**src/logic/dpc_config.svh**
```systemverilog
`ifndef DPC_CONFIG_SVH
`define DPC_CONFIG_SVH

// tracked instructions in flight
// one entry per instruction between fetch queue and retire
`define DPC_TRACE_N 4

// instruction id width, must cover the ids the pipeline hands out
`define DPC_ID_W 4

// 1: single-cycle results go to the decode read ports via bypass,
// so only long instructions raise a decode RAW hazard
// 0: no bypass network, every in-flight writer stalls decode
`define DPC_ALU_BYPASS 1

`endif

```
**src/logic/dpc_pkg.sv**
```systemverilog
`default_nettype none

`include "dpc_config.svh"

package dpc_pkg;

	typedef logic [4:0] reg_idx_t; // x0..x31
	typedef logic [`DPC_ID_W-1:0] inst_id_t;

	// life stage of one tracked instruction
	typedef enum logic [1:0]
	{
		STG_FREE,
		STG_IFQ, // sitting in the fetch queue
		STG_DSPTC, // held in the dispatch message
		STG_EXU // executing
	} dpc_stage_e;

	typedef struct packed
	{
		logic valid;
		inst_id_t id;
		reg_idx_t rd;
		logic rd_vld;
		logic is_long; // multi-cycle result, no bypass
	} enter_req_t;

	// decode, dispatch and retire strobes
	typedef struct packed
	{
		logic valid;
		inst_id_t id;
	} stage_evt_t;

	typedef struct packed
	{
		dpc_stage_e stage;
		reg_idx_t rd; // zero when no rd is written
		logic is_long;
	} entry_view_t;

	typedef struct packed
	{
		reg_idx_t imem_rs1; // indirect jump base
		reg_idx_t dcd_rs1;
		reg_idx_t dcd_rs2;
		reg_idx_t dsptc_rd;
	} check_req_t;

	typedef struct packed
	{
		logic imem_rs1_raw;
		logic dcd_rs1_raw;
		logic dcd_rs2_raw;
		logic dsptc_rd_waw;
		logic p0_bypass;
		logic p1_bypass;
	} check_res_t;

endpackage

`default_nettype wire

```
**src/logic/dpc_trace_entry.sv**
```systemverilog
`default_nettype none

module dpc_trace_entry
(
	input wire clk,
	input wire resetn,
	input wire alloc_i, // granted by the table, already qualified by enter valid
	input wire dpc_pkg::enter_req_t enter_i,
	input wire dpc_pkg::stage_evt_t dcd_i,
	input wire dpc_pkg::stage_evt_t dsptc_i,
	input wire dpc_pkg::stage_evt_t retire_i,
	input wire flush_i,
	output logic free_o,
	output dpc_pkg::entry_view_t view_o
);

	dpc_pkg::dpc_stage_e stage_q;
	dpc_pkg::dpc_stage_e stage_d;
	dpc_pkg::inst_id_t id_q;
	dpc_pkg::reg_idx_t rd_q;
	logic long_q;

	logic dcd_hit;
	logic dsptc_hit;
	logic retire_hit;
	logic flush_kill;

	assign dcd_hit = dcd_i.valid && (dcd_i.id == id_q);
	assign dsptc_hit = dsptc_i.valid && (dsptc_i.id == id_q);
	assign retire_hit = retire_i.valid && (retire_i.id == id_q);

	// executing entries survive a flush, and so does one leaving dispatch right now
	assign flush_kill = flush_i && (stage_q != dpc_pkg::STG_EXU) &&
		!((stage_q == dpc_pkg::STG_DSPTC) && dsptc_hit);

	always_comb
	begin
		stage_d = stage_q;
		if (flush_kill)
			stage_d = dpc_pkg::STG_FREE;
		else
		begin
			case (stage_q)
				dpc_pkg::STG_FREE:
					if (alloc_i)
						stage_d = dpc_pkg::STG_IFQ;
				dpc_pkg::STG_IFQ:
					if (dcd_hit)
						stage_d = dpc_pkg::STG_DSPTC;
				dpc_pkg::STG_DSPTC:
					if (dsptc_hit)
						stage_d = retire_hit ? dpc_pkg::STG_FREE : dpc_pkg::STG_EXU;
				dpc_pkg::STG_EXU:
					if (retire_hit)
						stage_d = dpc_pkg::STG_FREE;
				default:
					stage_d = dpc_pkg::STG_FREE;
			endcase
		end
	end

	always_ff @(posedge clk or negedge resetn)
	begin
		if (!resetn)
			stage_q <= dpc_pkg::STG_FREE;
		else
			stage_q <= stage_d;
	end

	// captured once per allocation
	always_ff @(posedge clk)
	begin
		if (alloc_i)
		begin
			id_q <= enter_i.id;
			rd_q <= enter_i.rd_vld ? enter_i.rd : '0; // no rd behaves like x0
			long_q <= enter_i.is_long;
		end
	end

	assign free_o = (stage_q == dpc_pkg::STG_FREE);
	assign view_o = '{stage: stage_q, rd: rd_q, is_long: long_q};

	a_alloc_when_free: assert property (@(posedge clk) disable iff (!resetn)
		alloc_i |-> (stage_q == dpc_pkg::STG_FREE))
		else $error("entry allocated while busy");

	// pipeline keeps each instruction at least a cycle in fetch queue and dispatch
	a_no_retire_from_ifq: assert property (@(posedge clk) disable iff (!resetn)
		(stage_q == dpc_pkg::STG_IFQ) |-> !retire_hit)
		else $error("retire of an instruction still in the fetch queue");

endmodule

`default_nettype wire

```
**src/logic/dpc_trace_table.sv**
```systemverilog
`default_nettype none

`include "dpc_config.svh"

module dpc_trace_table
(
	input wire clk,
	input wire resetn,
	input wire dpc_pkg::enter_req_t enter_i,
	input wire dpc_pkg::stage_evt_t dcd_i,
	input wire dpc_pkg::stage_evt_t dsptc_i,
	input wire dpc_pkg::stage_evt_t retire_i,
	input wire flush_i, // flush or system reset
	output logic full_o,
	output dpc_pkg::entry_view_t [`DPC_TRACE_N-1:0] view_o
);

	logic [`DPC_TRACE_N-1:0] free_vec;
	logic [`DPC_TRACE_N-1:0] grant_vec; // one-hot, lowest free entry
	logic [`DPC_TRACE_N-1:0] alloc_vec;

	always_comb
	begin : pick_free
		logic taken;
		taken = 1'b0;
		grant_vec = '0;
		for (int i = 0; i < `DPC_TRACE_N; i++)
		begin
			if (free_vec[i] && !taken)
			begin
				grant_vec[i] = 1'b1;
				taken = 1'b1;
			end
		end
	end

	assign alloc_vec = grant_vec & {`DPC_TRACE_N{enter_i.valid}};
	assign full_o = ~|free_vec;

	genvar g;
	for (g = 0; g < `DPC_TRACE_N; g++)
	begin : g_entry
		dpc_trace_entry u_entry
		(
			.clk(clk),
			.resetn(resetn),
			.alloc_i(alloc_vec[g]),
			.enter_i(enter_i),
			.dcd_i(dcd_i),
			.dsptc_i(dsptc_i),
			.retire_i(retire_i),
			.flush_i(flush_i),
			.free_o(free_vec[g]),
			.view_o(view_o[g])
		);
	end

	// fetch must stall on full, otherwise the instruction goes untracked
	a_no_enter_when_full: assert property (@(posedge clk) disable iff (!resetn)
		enter_i.valid |-> !full_o)
		else $error("enter while trace table full");

endmodule

`default_nettype wire

```
**src/logic/dpc_hazard_check.sv**
```systemverilog
`default_nettype none

`include "dpc_config.svh"

module dpc_hazard_check
(
	input wire dpc_pkg::entry_view_t [`DPC_TRACE_N-1:0] view_i,
	input wire imem_pending_i,
	input wire dpc_pkg::check_req_t check_i,
	output dpc_pkg::check_res_t res_o
);

	localparam bit ALU_BYPASS = (`DPC_ALU_BYPASS != 0);

	// live entry writing a nonzero rd equal to idx
	function automatic logic holds(dpc_pkg::entry_view_t v, dpc_pkg::reg_idx_t idx);
		return (v.stage != dpc_pkg::STG_FREE) && (v.rd != '0) && (v.rd == idx);
	endfunction

	logic [`DPC_TRACE_N-1:0] imem_hit;
	logic [`DPC_TRACE_N-1:0] rs1_match;
	logic [`DPC_TRACE_N-1:0] rs2_match;
	logic [`DPC_TRACE_N-1:0] waw_hit;
	logic [`DPC_TRACE_N-1:0] raw_mask; // writer must stall decode
	logic [`DPC_TRACE_N-1:0] byp_mask; // writer result comes off the bypass

	genvar g;
	for (g = 0; g < `DPC_TRACE_N; g++)
	begin : g_chk
		logic issued;

		// past decode, so the register read sees it as pending
		assign issued = (view_i[g].stage == dpc_pkg::STG_DSPTC) ||
			(view_i[g].stage == dpc_pkg::STG_EXU);

		// jalr base port has no bypass, any in-flight writer counts
		assign imem_hit[g] = holds(view_i[g], check_i.imem_rs1);

		assign rs1_match[g] = issued && holds(view_i[g], check_i.dcd_rs1);
		assign rs2_match[g] = issued && holds(view_i[g], check_i.dcd_rs2);

		assign raw_mask[g] = view_i[g].is_long || !ALU_BYPASS;
		assign byp_mask[g] = !view_i[g].is_long && ALU_BYPASS;

		// only executing long ops can still write after the new one
		assign waw_hit[g] = (view_i[g].stage == dpc_pkg::STG_EXU) && view_i[g].is_long &&
			holds(view_i[g], check_i.dsptc_rd);
	end

	always_comb
	begin
		res_o.imem_rs1_raw = (|imem_hit) || imem_pending_i; // outstanding fetch also blocks
		res_o.dcd_rs1_raw = |(rs1_match & raw_mask);
		res_o.dcd_rs2_raw = |(rs2_match & raw_mask);
		res_o.dsptc_rd_waw = |waw_hit;
		res_o.p0_bypass = |(rs1_match & byp_mask);
		res_o.p1_bypass = |(rs2_match & byp_mask);
	end

endmodule

`default_nettype wire

```
**src/logic/dpc_monitor_top.sv**
```systemverilog
`default_nettype none

`include "dpc_config.svh"

module dpc_monitor_top
(
	input wire clk,
	input wire resetn,

	// instruction life events from the pipeline
	input wire dpc_pkg::enter_req_t enter_i,
	input wire dpc_pkg::stage_evt_t dcd_i,
	input wire dpc_pkg::stage_evt_t dsptc_i,
	input wire dpc_pkg::stage_evt_t retire_i,

	input wire flush_i,
	input wire sys_reset_i,

	input wire imem_pending_i, // imem access still outstanding
	input wire dpc_pkg::check_req_t check_i,

	output logic full_o, // back-pressure to fetch
	output dpc_pkg::check_res_t res_o
);

	dpc_pkg::entry_view_t [`DPC_TRACE_N-1:0] view;
	logic flush;

	// both requests drop everything not yet executing
	assign flush = flush_i | sys_reset_i;

	dpc_trace_table u_table
	(
		.clk(clk),
		.resetn(resetn),
		.enter_i(enter_i),
		.dcd_i(dcd_i),
		.dsptc_i(dsptc_i),
		.retire_i(retire_i),
		.flush_i(flush),
		.full_o(full_o),
		.view_o(view)
	);

	dpc_hazard_check u_check
	(
		.view_i(view),
		.imem_pending_i(imem_pending_i),
		.check_i(check_i),
		.res_o(res_o)
	);

endmodule

`default_nettype wire

```
**config.mk**
```make
export PLATFORM = sky130hd
export DESIGN_NAME = dpc_monitor_top
export DESIGN_NICKNAME = d
export VERILOG_FILES = /design/src/logic/dpc_pkg.sv /design/src/logic/dpc_trace_entry.sv /design/src/logic/dpc_trace_table.sv /design/src/logic/dpc_hazard_check.sv /design/src/logic/dpc_monitor_top.sv
export VERILOG_INCLUDE_DIRS = /design/src /design/src/logic
export SDC_FILE = /design/constraint.sdc
export NUM_CORES = 1
export LEC_CHECK = 0
export ABC_AREA = 1
export BUFFER_PORTS_ARGS = -buffer_cell sky130_fd_sc_hd__buf_2
export CORE_MARGIN = 5
export CORE_UTILIZATION = 35
export DETAILED_ROUTE_END_ITERATION = 10
export PLACE_DENSITY = 0.6
export SLEW_MARGIN = 20
export SYNTH_ARGS = -nofsm -noshare
export SYNTH_HDL_FRONTEND = slang
export SYNTH_SLANG_ARGS = --single-unit
export TNS_END_PERCENT = 1
```
**constraint.sdc**
```tcl
create_clock -name clk -period 1.65 [get_ports clk]
set_input_delay 0.165 -clock clk [delete_from_list [all_inputs] [get_ports clk]]
set_output_delay 0.165 -clock clk [all_outputs]
set_load 0.05 [all_outputs]
```
# Word level (Yosys, flattened, before mapping)
# Index checks and enable logic that the tools add are counted.
[classes]
eq_ne = 60
mux = 35
bitwise_logic = 6
n_reduce_logical = 103
[op_table]
columns = ["cell", "n"]
rows = [
  ["5-bit == test", 16],
  ["1-bit logical AND", 63],
  ["4-bit == test", 12],
  ["2-bit two-way mux", 24],
  ["3-bit inequality test, second input constant", 12],
  ["2-bit case mux with 4 select lines", 4],
  ["4-bit OR reduction", 7],
  ["4-bit bitwise AND", 5],
  ["5-bit nonzero test", 4],
  ["2-bit == test, second input constant", 8],
  ["4-bit AND reduction", 4],
  ["1-bit zero test", 12],
  ["3-bit by 1-bit inequality test with 1-bit output, second input constant", 4],
  ["2-bit by 1-bit == test with 1-bit output, second input constant", 4],
  ["2-bit zero test", 4],
  ["2-bit inequality test, second input constant", 4],
  ["2-bit nonzero test", 4],
  ["1-bit two-way mux", 6],
  ["1-bit logical OR", 5],
  ["5-bit two-way mux", 1],
  ["1-bit bitwise OR", 1],
]
[totals]
regBits = 48
in_bits = 52
output_inout_bits = 7

# Depth between registers and ports, before layout
# Gate-level depths: netlist of run 1.
[depth]
depth_word = 15
ltp_mapped = 11
depth_no_buf = 11

# By module
# Synthesis of run 1 repeated with hierarchy kept, for this count alone.
[hier_totals]
cells_unflattened = 747
area_unflattened_um2 = 4525.6
[modules_own_cells]
columns = ["module", "n_inst", "cells_per_inst", "area_per_inst_um2"]
rows = [
  ["dpc_trace_entry", 4, 100, 733.2],
  ["dpc_hazard_check", 1, 332, 1534.0],
  ["dpc_trace_table", 1, 12, 47.5],
  ["dpc_monitor_top", 1, 3, 11.3],
]

# Worst setup path before layout of run 1
# OpenSTA, ideal clock, no wires.
[synth_timing]
path_kind = "reg-to-output"
start = "register u_table.g_entry[1].u_entry.stage_q[1]"
end = "output full_o"
arrival_time_ns = 1.653
slack_ns = -0.168
stages_incl_launch_ff = 5
path_buffers = 0
path_cell_list = "dfrtp_1 -> inv_1 -> nand2_4 -> nand2_4 -> nor3_1"
[synth_via]
elab_chain_len = 3
[synth_rtl]
columns = ["item", "line_no", "text"]
rows = [
  ["from (decl)", "dpc_trace_entry.sv:17", "dpc_pkg::dpc_stage_e stage_q;"],
  ["from (signal assigned)", "dpc_trace_entry.sv:65", "stage_q <= dpc_pkg::STG_FREE;"],
  ["from (signal assigned)", "dpc_trace_entry.sv:67", "stage_q <= stage_d;"],
  ["2-bit zero test", "dpc_trace_entry.sv:81", "assign free_o = (stage_q == dpc_pkg::STG_FREE);"],
  ["4-bit OR reduction", "dpc_trace_table.sv:38", "assign full_o = ~|free_vec;"],
  ["1-bit zero test", "dpc_trace_table.sv:38", ""],
  ["to (decl)", "dpc_monitor_top.sv:22", "output logic full_o,"],
]
# Every way passes these cells.

==> results of run 1 <==
[registers in the layout, summed over array words and instances (netlist names)]
signal                           cells
u_table.g_entry.u_entry.id_q        16
u_table.g_entry.u_entry.long_q       4
u_table.g_entry.u_entry.rd_q        20
u_table.g_entry.u_entry.stage_q      8
[worst reg2reg max path: stages (launching register included)]
cell and delay, ps:
dfrtp_1 400, inv_2 90, nand2_4 80, buf_6 120, nand2_4 70, nor2_4 120, nand2_2 100, nor2_4 130
buf_6 160
[power by group]
part / switching [mW] / internal, mW
logic: 0.525 / 0.399
registers: 0.0912 / 1.40
clock network: 0.484 / 0.732
total: 1.10 / 2.54
[cell usage in the layout (no fill, tap or decap), drive strengths merged]
master and instances:
a21boi 1, a21oi 11, buf 113, bufinv 1, clkbuf 5, dfrtp 8, dlygate4sd3 1, edfxtp 40
inv 77, nand2 133, nand3 45, nand3b 2, nand4 20, nor2 85, nor3 19, nor3b 2
o21ai 30, o22ai 2, or2 6, xnor2 39, xor2 35
[layout make-up]
cell class                      count  area (sq um)
Clock inverter                      3          50.0
Tap cell                          143           179
Fill cell                        1129          6250
Clock buffer                        5           125
Sequential cell                    48          1400
Timing Repair Buffer              114           768
Inverter                           75           284
Multi-Input combinational cell    430          2310
[per-stage QoR]
stage                     hold WS (ps)  setup TNS (ps)
after global routing              85.8           -2240
final                             86.9           -1650
after CTS                         83.6           -1750
after detailed placement          35.4            -856
after global placement            31.9            -910
after floorplan                   -131            -950
[path summary, 6_finish.rpt]
| path | end | slack [ps] | from |
|---|---|---|---|
| max | res_o[2] | -300 | u_table.g_entry[2].u_entry.rd_q[2] |
| min | u_table.g_entry[0].u_entry.id_q[0] | 90 | enter_i[7] |
| max reg2reg | u_table.g_entry[3].u_entry.rd_q[4] | 90 | u_table.g_entry[1].u_entry.stage_q[1] |
| min reg2reg | u_table.g_entry[0].u_entry.stage_q[0] | 640 | u_table.g_entry[0].u_entry.stage_q[0] |
| max in group asynchronous | u_table.g_entry[2].u_entry.stage_q[0] | 1190 | resetn |
| min in group asynchronous | u_table.g_entry[0].u_entry.stage_q[0] | 260 | resetn |
[cell families (layout without fill, tap and decap cells)]
kind of cell           count (synthesis)  after routing  share of synthesized area [%]
buffers and inverters                 97            197                           9.57
XOR/XNOR                              74             74                           16.1
AND/OR/NAND/NOR                      312            312                           33.9
AO/OA/AOI/OAI                         44             44                           5.59
flip-flops                            48             48                           34.8
[routing by layer]
metal	vias to the layer above	track usage, %
met3	14	2.57
met1	1818	24.7
met2	97	29.6
met5	-	0
met4	0	5.50
li1	2026	-
[timing repair]
action,CTS,global route
gates resized for setup,21,15
buffers inserted,3,4
hold endpoints to repair,8,0
pin swaps,6,4
hold buffers,1,0
setup endpoints to repair,17,28
==> impl_metrics.py, run 1 <==
metrics = {
    "cells_and_area": {
        "drive_gt1_share_pct": 23.6,
        "finalInstanceArea_sq_um": 5120,
        "diodes": 0,
        "fin_nets": 726,
        "final_util_pct": 45.1,
        "fin_cells": 818,
        "synthToLayoutAreaGrowth_pct": 27.2,
    },
    "drt": {
        "wl_per_cell_um": 14.8,
        "wirelength_um": 12100,
        "route.detailed.drc": 0,
        "avgViaCountPerCell": 4.83,
        "drt-pass1-iter-count": 4,
        "drtIter0Drc": 254,
        "met2_wirelength_um": 5680,
        "met3RoutedLength_um": 672,
        "highest_layer": "met4",
        "postRouteAntennaNets": 0,
        "wl_met1_um": 5540,
        "vias": 3955,
    },
    "synth": {
        "synth_cell_types": 29,
        "synth_fp_nets": 627,
        "syn_area_sq_um": 4030,
        "synth_area_per_cell_sq_um": 7.00,
        "synth_top_area_share_pct": 29.8,
        "synth_flop_cell": "edfxtp_1",
        "synth_commonest_cells": "nand2_1 (128), nor2_1 (82), inv_1 (63), nand3_1 (45), edfxtp_1 (40)",
        "yosys.area.top_type": "edfxtp_1",
        "synth_edf_count": 40,
        "ys_top_cells_by_area": "edfxtp_1 (30%), nand2_1 (12%), xnor2_1 (8.5%), nor2_1 (7.6%), xor2_1 (7.6%)",
        "ys_ff_latch": 48,
        "yosysWarningCount": 0,
        "synthCells": 575,
        "post-synth-top-count-cell": "nand2_1",
        "ys_async_sr_fraction_pct": 16.7,
        "ys_seq_area_share_pct": 34.8,
    },
    "clock_tree": {
        "root_buffer": "clkbuf_16",
        "cts_buffer_depth": 2,
        "htreeDepth": 2,
        "clkLatencyLatePin_ps": 300,
        "cts_tree": "yes",
        "clkSinkCount": 48,
        "path_clk_slew_ps": 70,
        "cts_buffers": 5,
    },
    "grt": {
        "grt_max_degree": 18,
        "antenna_found_initial": 0,
        "grt_pass1_wl_um": 19100,
        "grt.overflow.total": 0,
        "grt_pass1_vias": 3846,
        "grt_use_total_pct": 18.1,
    },
    "floorplanning": {
        "die_x_um": 117,
        "initial_utilization_pct": 35.4,
        "die_h_um": 117,
        "boundaryPins": 59,
        "rows": 39,
        "coreArea_sq_um": 11400,
        "fp.dieArea_sq_um": 13700,
    },
    "timing": {
        "skew_ps": 11.8,
        "period_needed_ps": 1950,
        "drv_slew": 0,
        "setup_slack_ps": -297,
        "setup_viol": 6,
        "fmax_mhz": 514,
        "slew_headroom_pct": 78.8,
        "finalHoldViolCount": 0,
        "rsz0062_at_grt": "yes",
        "period_share_pct": 118,
        "worst_pin_slew_ps": 317,
    },
    "setup_path": {
        "crit_required_ps": 1480,
        "crit_path_cell_trace": "nor2_1 > nand3_1 > o21ai_2 > buf_4 > nor2_1 > a21oi_1 > nand2_1 > buf_6",
        "slowest_delay_ps": 530,
        "crit_cells": 8,
        "crit_path_end_kind": "primary output",
        "critical-path-top-delay-family": "flip-flops",
        "r2r.worst_path.cells": 8,
        "worst_path_most_repeated_cell": "nor2_1",
        "crit_type": "flop to primary output",
        "start_kind": "flop",
        "crit_buf_inv": 2,
        "cpMaxStageDelayCell": "edfxtp_1",
        "critPathMaxFanout": 5,
        "cp_data_arrival_time_ps": 1780,
    },
    "placement": {
        "dp_worst_setup_slack_ps": -150,
        "place_area_sq_um": 4770,
        "port_buffers": 58,
        "dpl.cell_count": 803,
        "hpwl_um": 9970,
        "gp_congestion": 0.936,
    },
    "power": {
        "leakagePower_nw": 2.42,
        "ir_drop_uv": 420,
        "power.total_mw": 3.64,
        "power_density_nw_per_um2": 710,
    },
    "run_status": {
        "violations": "negative setup slack",
        "status": "finished, violations left",
    },
    "worst_hold_path": {
        "hold_class": "input pin to flop",
        "holdPathStages": 1,
    },
    "run": {
        "maxCapViolCount": 0,
    },
}
No activity file was read; power rests on OpenSTA's default activity.
==> run 2: changes to the inputs <==
- CELL_PAD_IN_SITES_DETAIL_PLACEMENT: default -> 0
- CELL_PAD_IN_SITES_GLOBAL_PLACEMENT: default -> 1
- CTS_BUF_LIST: default -> sky130_fd_sc_hd__clkbuf_4
- PLACE_DENSITY: 0.6 -> 0.79
- SYNTH_HIERARCHICAL: default -> 1
==> run 2 against run 1 <==
Net effect:
- the flow still finishes with violations (negative setup slack)
- sequential power is essentially flat
- synthesized cell count up 30%
- hold slack lost 11 ps
- area after synthesis is 12% higher
- total power is 10% lower
- worst setup slack got worse by 84 ps
- sequential cell count unchanged
- count of clock-buffer cells in the layout unchanged
- non-clock buffer count is 21 lower
- critical path type unchanged
==> impl_metrics.py, run 2 <==
metrics = {
    "synth": {
        "yosysWarningCount": 6,
        "ys_async_sr_fraction_pct": 16.7,
        "yosys.area_share.simple_pct": 41.8,
        "ys_top_cells_by_area": "edfxtp_1 (27%), nand2_1 (21%), inv_1 (10%), nor2_1 (9.7%), dfrtp_1 (4.4%)",
        "synth_top_area_share_pct": 26.5,
        "post-synth-top-count-cell": "nand2_1",
        "synth_fp_nets": 799,
        "synth_cell_types": 27,
        "synth_edf_count": 40,
        "ys_ff_latch": 48,
        "muxShareOfSynthArea_pct": 0,
        "synthCells": 747,
        "synth_flop_cell": "edfxtp_1",
        "yosys.area.top_type": "edfxtp_1",
        "synth_top_family_by_area": "simple AND/OR/NAND/NOR gates",
        "ys_seq_area_share_pct": 31.0,
        "synth_area_per_cell_sq_um": 6.06,
        "synthAdderAreaFrac_pct": 0,
        "syn_area_sq_um": 4530,
        "synth_commonest_cells": "nand2_1 (248), inv_1 (126), nor2_1 (117), edfxtp_1 (40), nand3_1 (33)",
        "synth_compound_area_share_pct": 6.19,
        "synth_xor_area_share_pct": 7.16,
    },
    "setup_path": {
        "worst_path_most_repeated_cell": "nor2_1",
        "critPathMaxFanout": 8,
        "cp_data_arrival_time_ps": 1870,
        "start_kind": "flop",
        "crit_type": "flop to primary output",
        "crit_path_cell_trace": "buf_4 > xor2_1 > nor2_1 > nand3_1 > nor2_1 > nor2_1 > nand2_1 > buf_6",
        "slowest_delay_ps": 580,
        "cpMaxStageDelayCell": "edfxtp_1",
        "crit_required_ps": 1480,
        "crit_path_end_kind": "primary output",
    },
    "run_status": {
        "status": "finished, violations left",
        "violations": "negative setup slack",
    },
    "cells_and_area": {
        "mostFrequentLayoutCells": "nand2_1 (245), inv_1 (123), nor2_1 (106), buf_2 (51), edfxtp_1 (40)",
        "drive_gt1_share_pct": 19.9,
        "layout_commonest_cell": "nand2_1",
        "reg_top3": "u_table/g_entry.u_entry/rd_q x20, u_table/g_entry.u_entry/id_q x16, u_table/g_entry.u_entry/stage_q x8",
        "synthToLayoutAreaGrowth_pct": 19.9,
        "num-fill-cells": 1385,
        "seq_area_sq_um": 1400,
        "largest_reg_flops": 20,
        "top_register": "u_table/g_entry.u_entry/rd_q",
        "multi_input_area_sq_um": 2550,
        "fin_nets": 886,
        "diodes": 0,
    },
    "timing": {
        "skew_ps": 9.37,
        "worst_pin_slew_ps": 363,
        "setup_tns_ps": -2190,
        "fin_hold_ws_ps": 76.3,
        "finalHoldViolCount": 0,
        "rsz0062_at_grt": "yes",
        "drv_slew": 0,
        "fmax_mhz": 492,
        "period_share_pct": 123,
        "setup_slack_ps": -381,
        "period_needed_ps": 2030,
        "slew_headroom_pct": 75.8,
        "setup_viol": 7,
    },
    "power": {
        "leakagePower_nw": 2.91,
        "ir_drop_uv": 381,
        "power_density_nw_per_um2": 601,
    },
    "placement": {
        "gp_congestion": 0.936,
        "port_buffers": 58,
        "hpwl_um": 11000,
    },
    "grt": {
        "grt_pass1_wl_um": 21200,
        "grt_pass1_vias": 4104,
        "grt_max_degree": 21,
        "antenna_found_initial": 0,
        "grt_use_total_pct": 18.0,
        "grt.overflow.total": 0,
    },
    "floorplanning": {
        "die_x_um": 124,
        "fp.dieArea_sq_um": 15300,
        "rows": 41,
        "die_h_um": 124,
        "coreArea_sq_um": 12700,
        "initial_utilization_pct": 35.7,
        "boundaryPins": 59,
    },
    "drt": {
        "route.detailed.drc": 0,
        "vias": 4526,
        "drtIter0Drc": 250,
        "avgViaCountPerCell": 4.49,
        "drt-pass1-iter-count": 6,
        "postRouteAntennaNets": 0,
        "wirelength_um": 13500,
        "wl_per_cell_um": 13.4,
    },
    "clock_tree": {
        "path_clk_slew_ps": 150,
        "clkSinkCount": 48,
        "clkLatencyLatePin_ps": 380,
        "htreeDepth": 2,
        "cts_tree": "yes",
        "cts_buffer_depth": 2,
        "cts_buffers": 5,
        "root_buffer": "clkbuf_4",
    },
    "worst_hold_path": {
        "hold_class": "input pin to flop",
    },
    "run": {
        "maxCapViolCount": 0,
    },
}
## run 2: changes by cell type after synthesis, sizes merged, moves of 13 or more
cell and change:
nand2 +128, inv +67, nor2 +41, xnor2 -24, nor3 -17, xor2 -13
## run 2: cell type report
class	instances	area share, %
clock buffers	5	0.692
multi-input cells	540	47.1
inverters	146	10.1
repair buffers	93	11.5
well taps	172	3.96
flip-flops and latches	48	25.8
clock inverters	3	0.853
## run 2: cells by family after synthesis
family | after synthesis
compound gates | 51
xor+xnor | 37
buf+inv | 159
flops | 48
simple gates | 452
## run 2: path summary, 6_finish.rpt
| path | from | end | slack, ps | cells after the start |
|---|---|---|---|---|
| setup / recovery | u_table/g_entry[2].u_entry/rd_q[3] | res_o[5] | -380 | 8 |
| hold / removal | enter_i[3] | u_table/g_entry[2].u_entry/rd_q[1] | 80 | 3 |
| setup reg to reg | u_table/g_entry[3].u_entry/stage_q[1] | u_table/g_entry[3].u_entry/stage_q[1] | 100 | 11 |
| hold reg to reg | u_table/g_entry[2].u_entry/stage_q[1] | u_table/g_entry[2].u_entry/stage_q[1] | 740 | 3 |
| max in group asynchronous | resetn | u_table/g_entry[2].u_entry/stage_q[1] | 1320 | 2 |
| min in group asynchronous | resetn | u_table/g_entry[3].u_entry/stage_q[1] | 140 | 2 |
## run 2: per-layer routing
| layer | vias up | GRT usage, % | part of all wire, % |
|---|---|---|---|
| li1 | 2436 | - | - |
| met1 | 1950 | 26.1 | 49 |
| met2 | 123 | 27.8 | 43 |
| met3 | 17 | 3.32 | 5.4 |
| met4 | 0 | 4.15 | 1.7 |
| met5 | - | 0 | 0 |
## run 2: report_power, final
part	internal [mW]	switching [mW]	total, mW
combinational	0.400	0.614	1.01
clock	0.324	0.414	0.738
sequential	1.40	0.108	1.51
total	2.13	1.14	3.26
## run 2: critical path: cells and delay by family (launching register included)
kind          cells  cell delay (ps)
flops             1              580
xor+xnor          1              140
buf+inv           2              370
simple gates      5              400
## run 2: metrics by stage
stage	total power [mW]	setup WS (ps)	instance area, sq um	utilization (%)	instances
floorplan	2.10	-99.8	4530	-	747
global route	3.47	-478	5430	42.8	1007
finish	3.26	-381	5430	42.8	1007
global placement	2.48	-28.2	5090	40.2	983
detailed placement	2.47	-43.2	5090	40.2	983
CTS	3.26	-357	5370	42.3	1004
## run 2: timing repair
item / in CTS / in global routing
endpoints found under the setup margin: 7 / 21
gates resized for setup: 27 / 14
endpoints found under the hold margin: 28 / 0
hold buffers: 6 / 0
pin swaps: 1 / 8
buffers inserted: 7 / 3
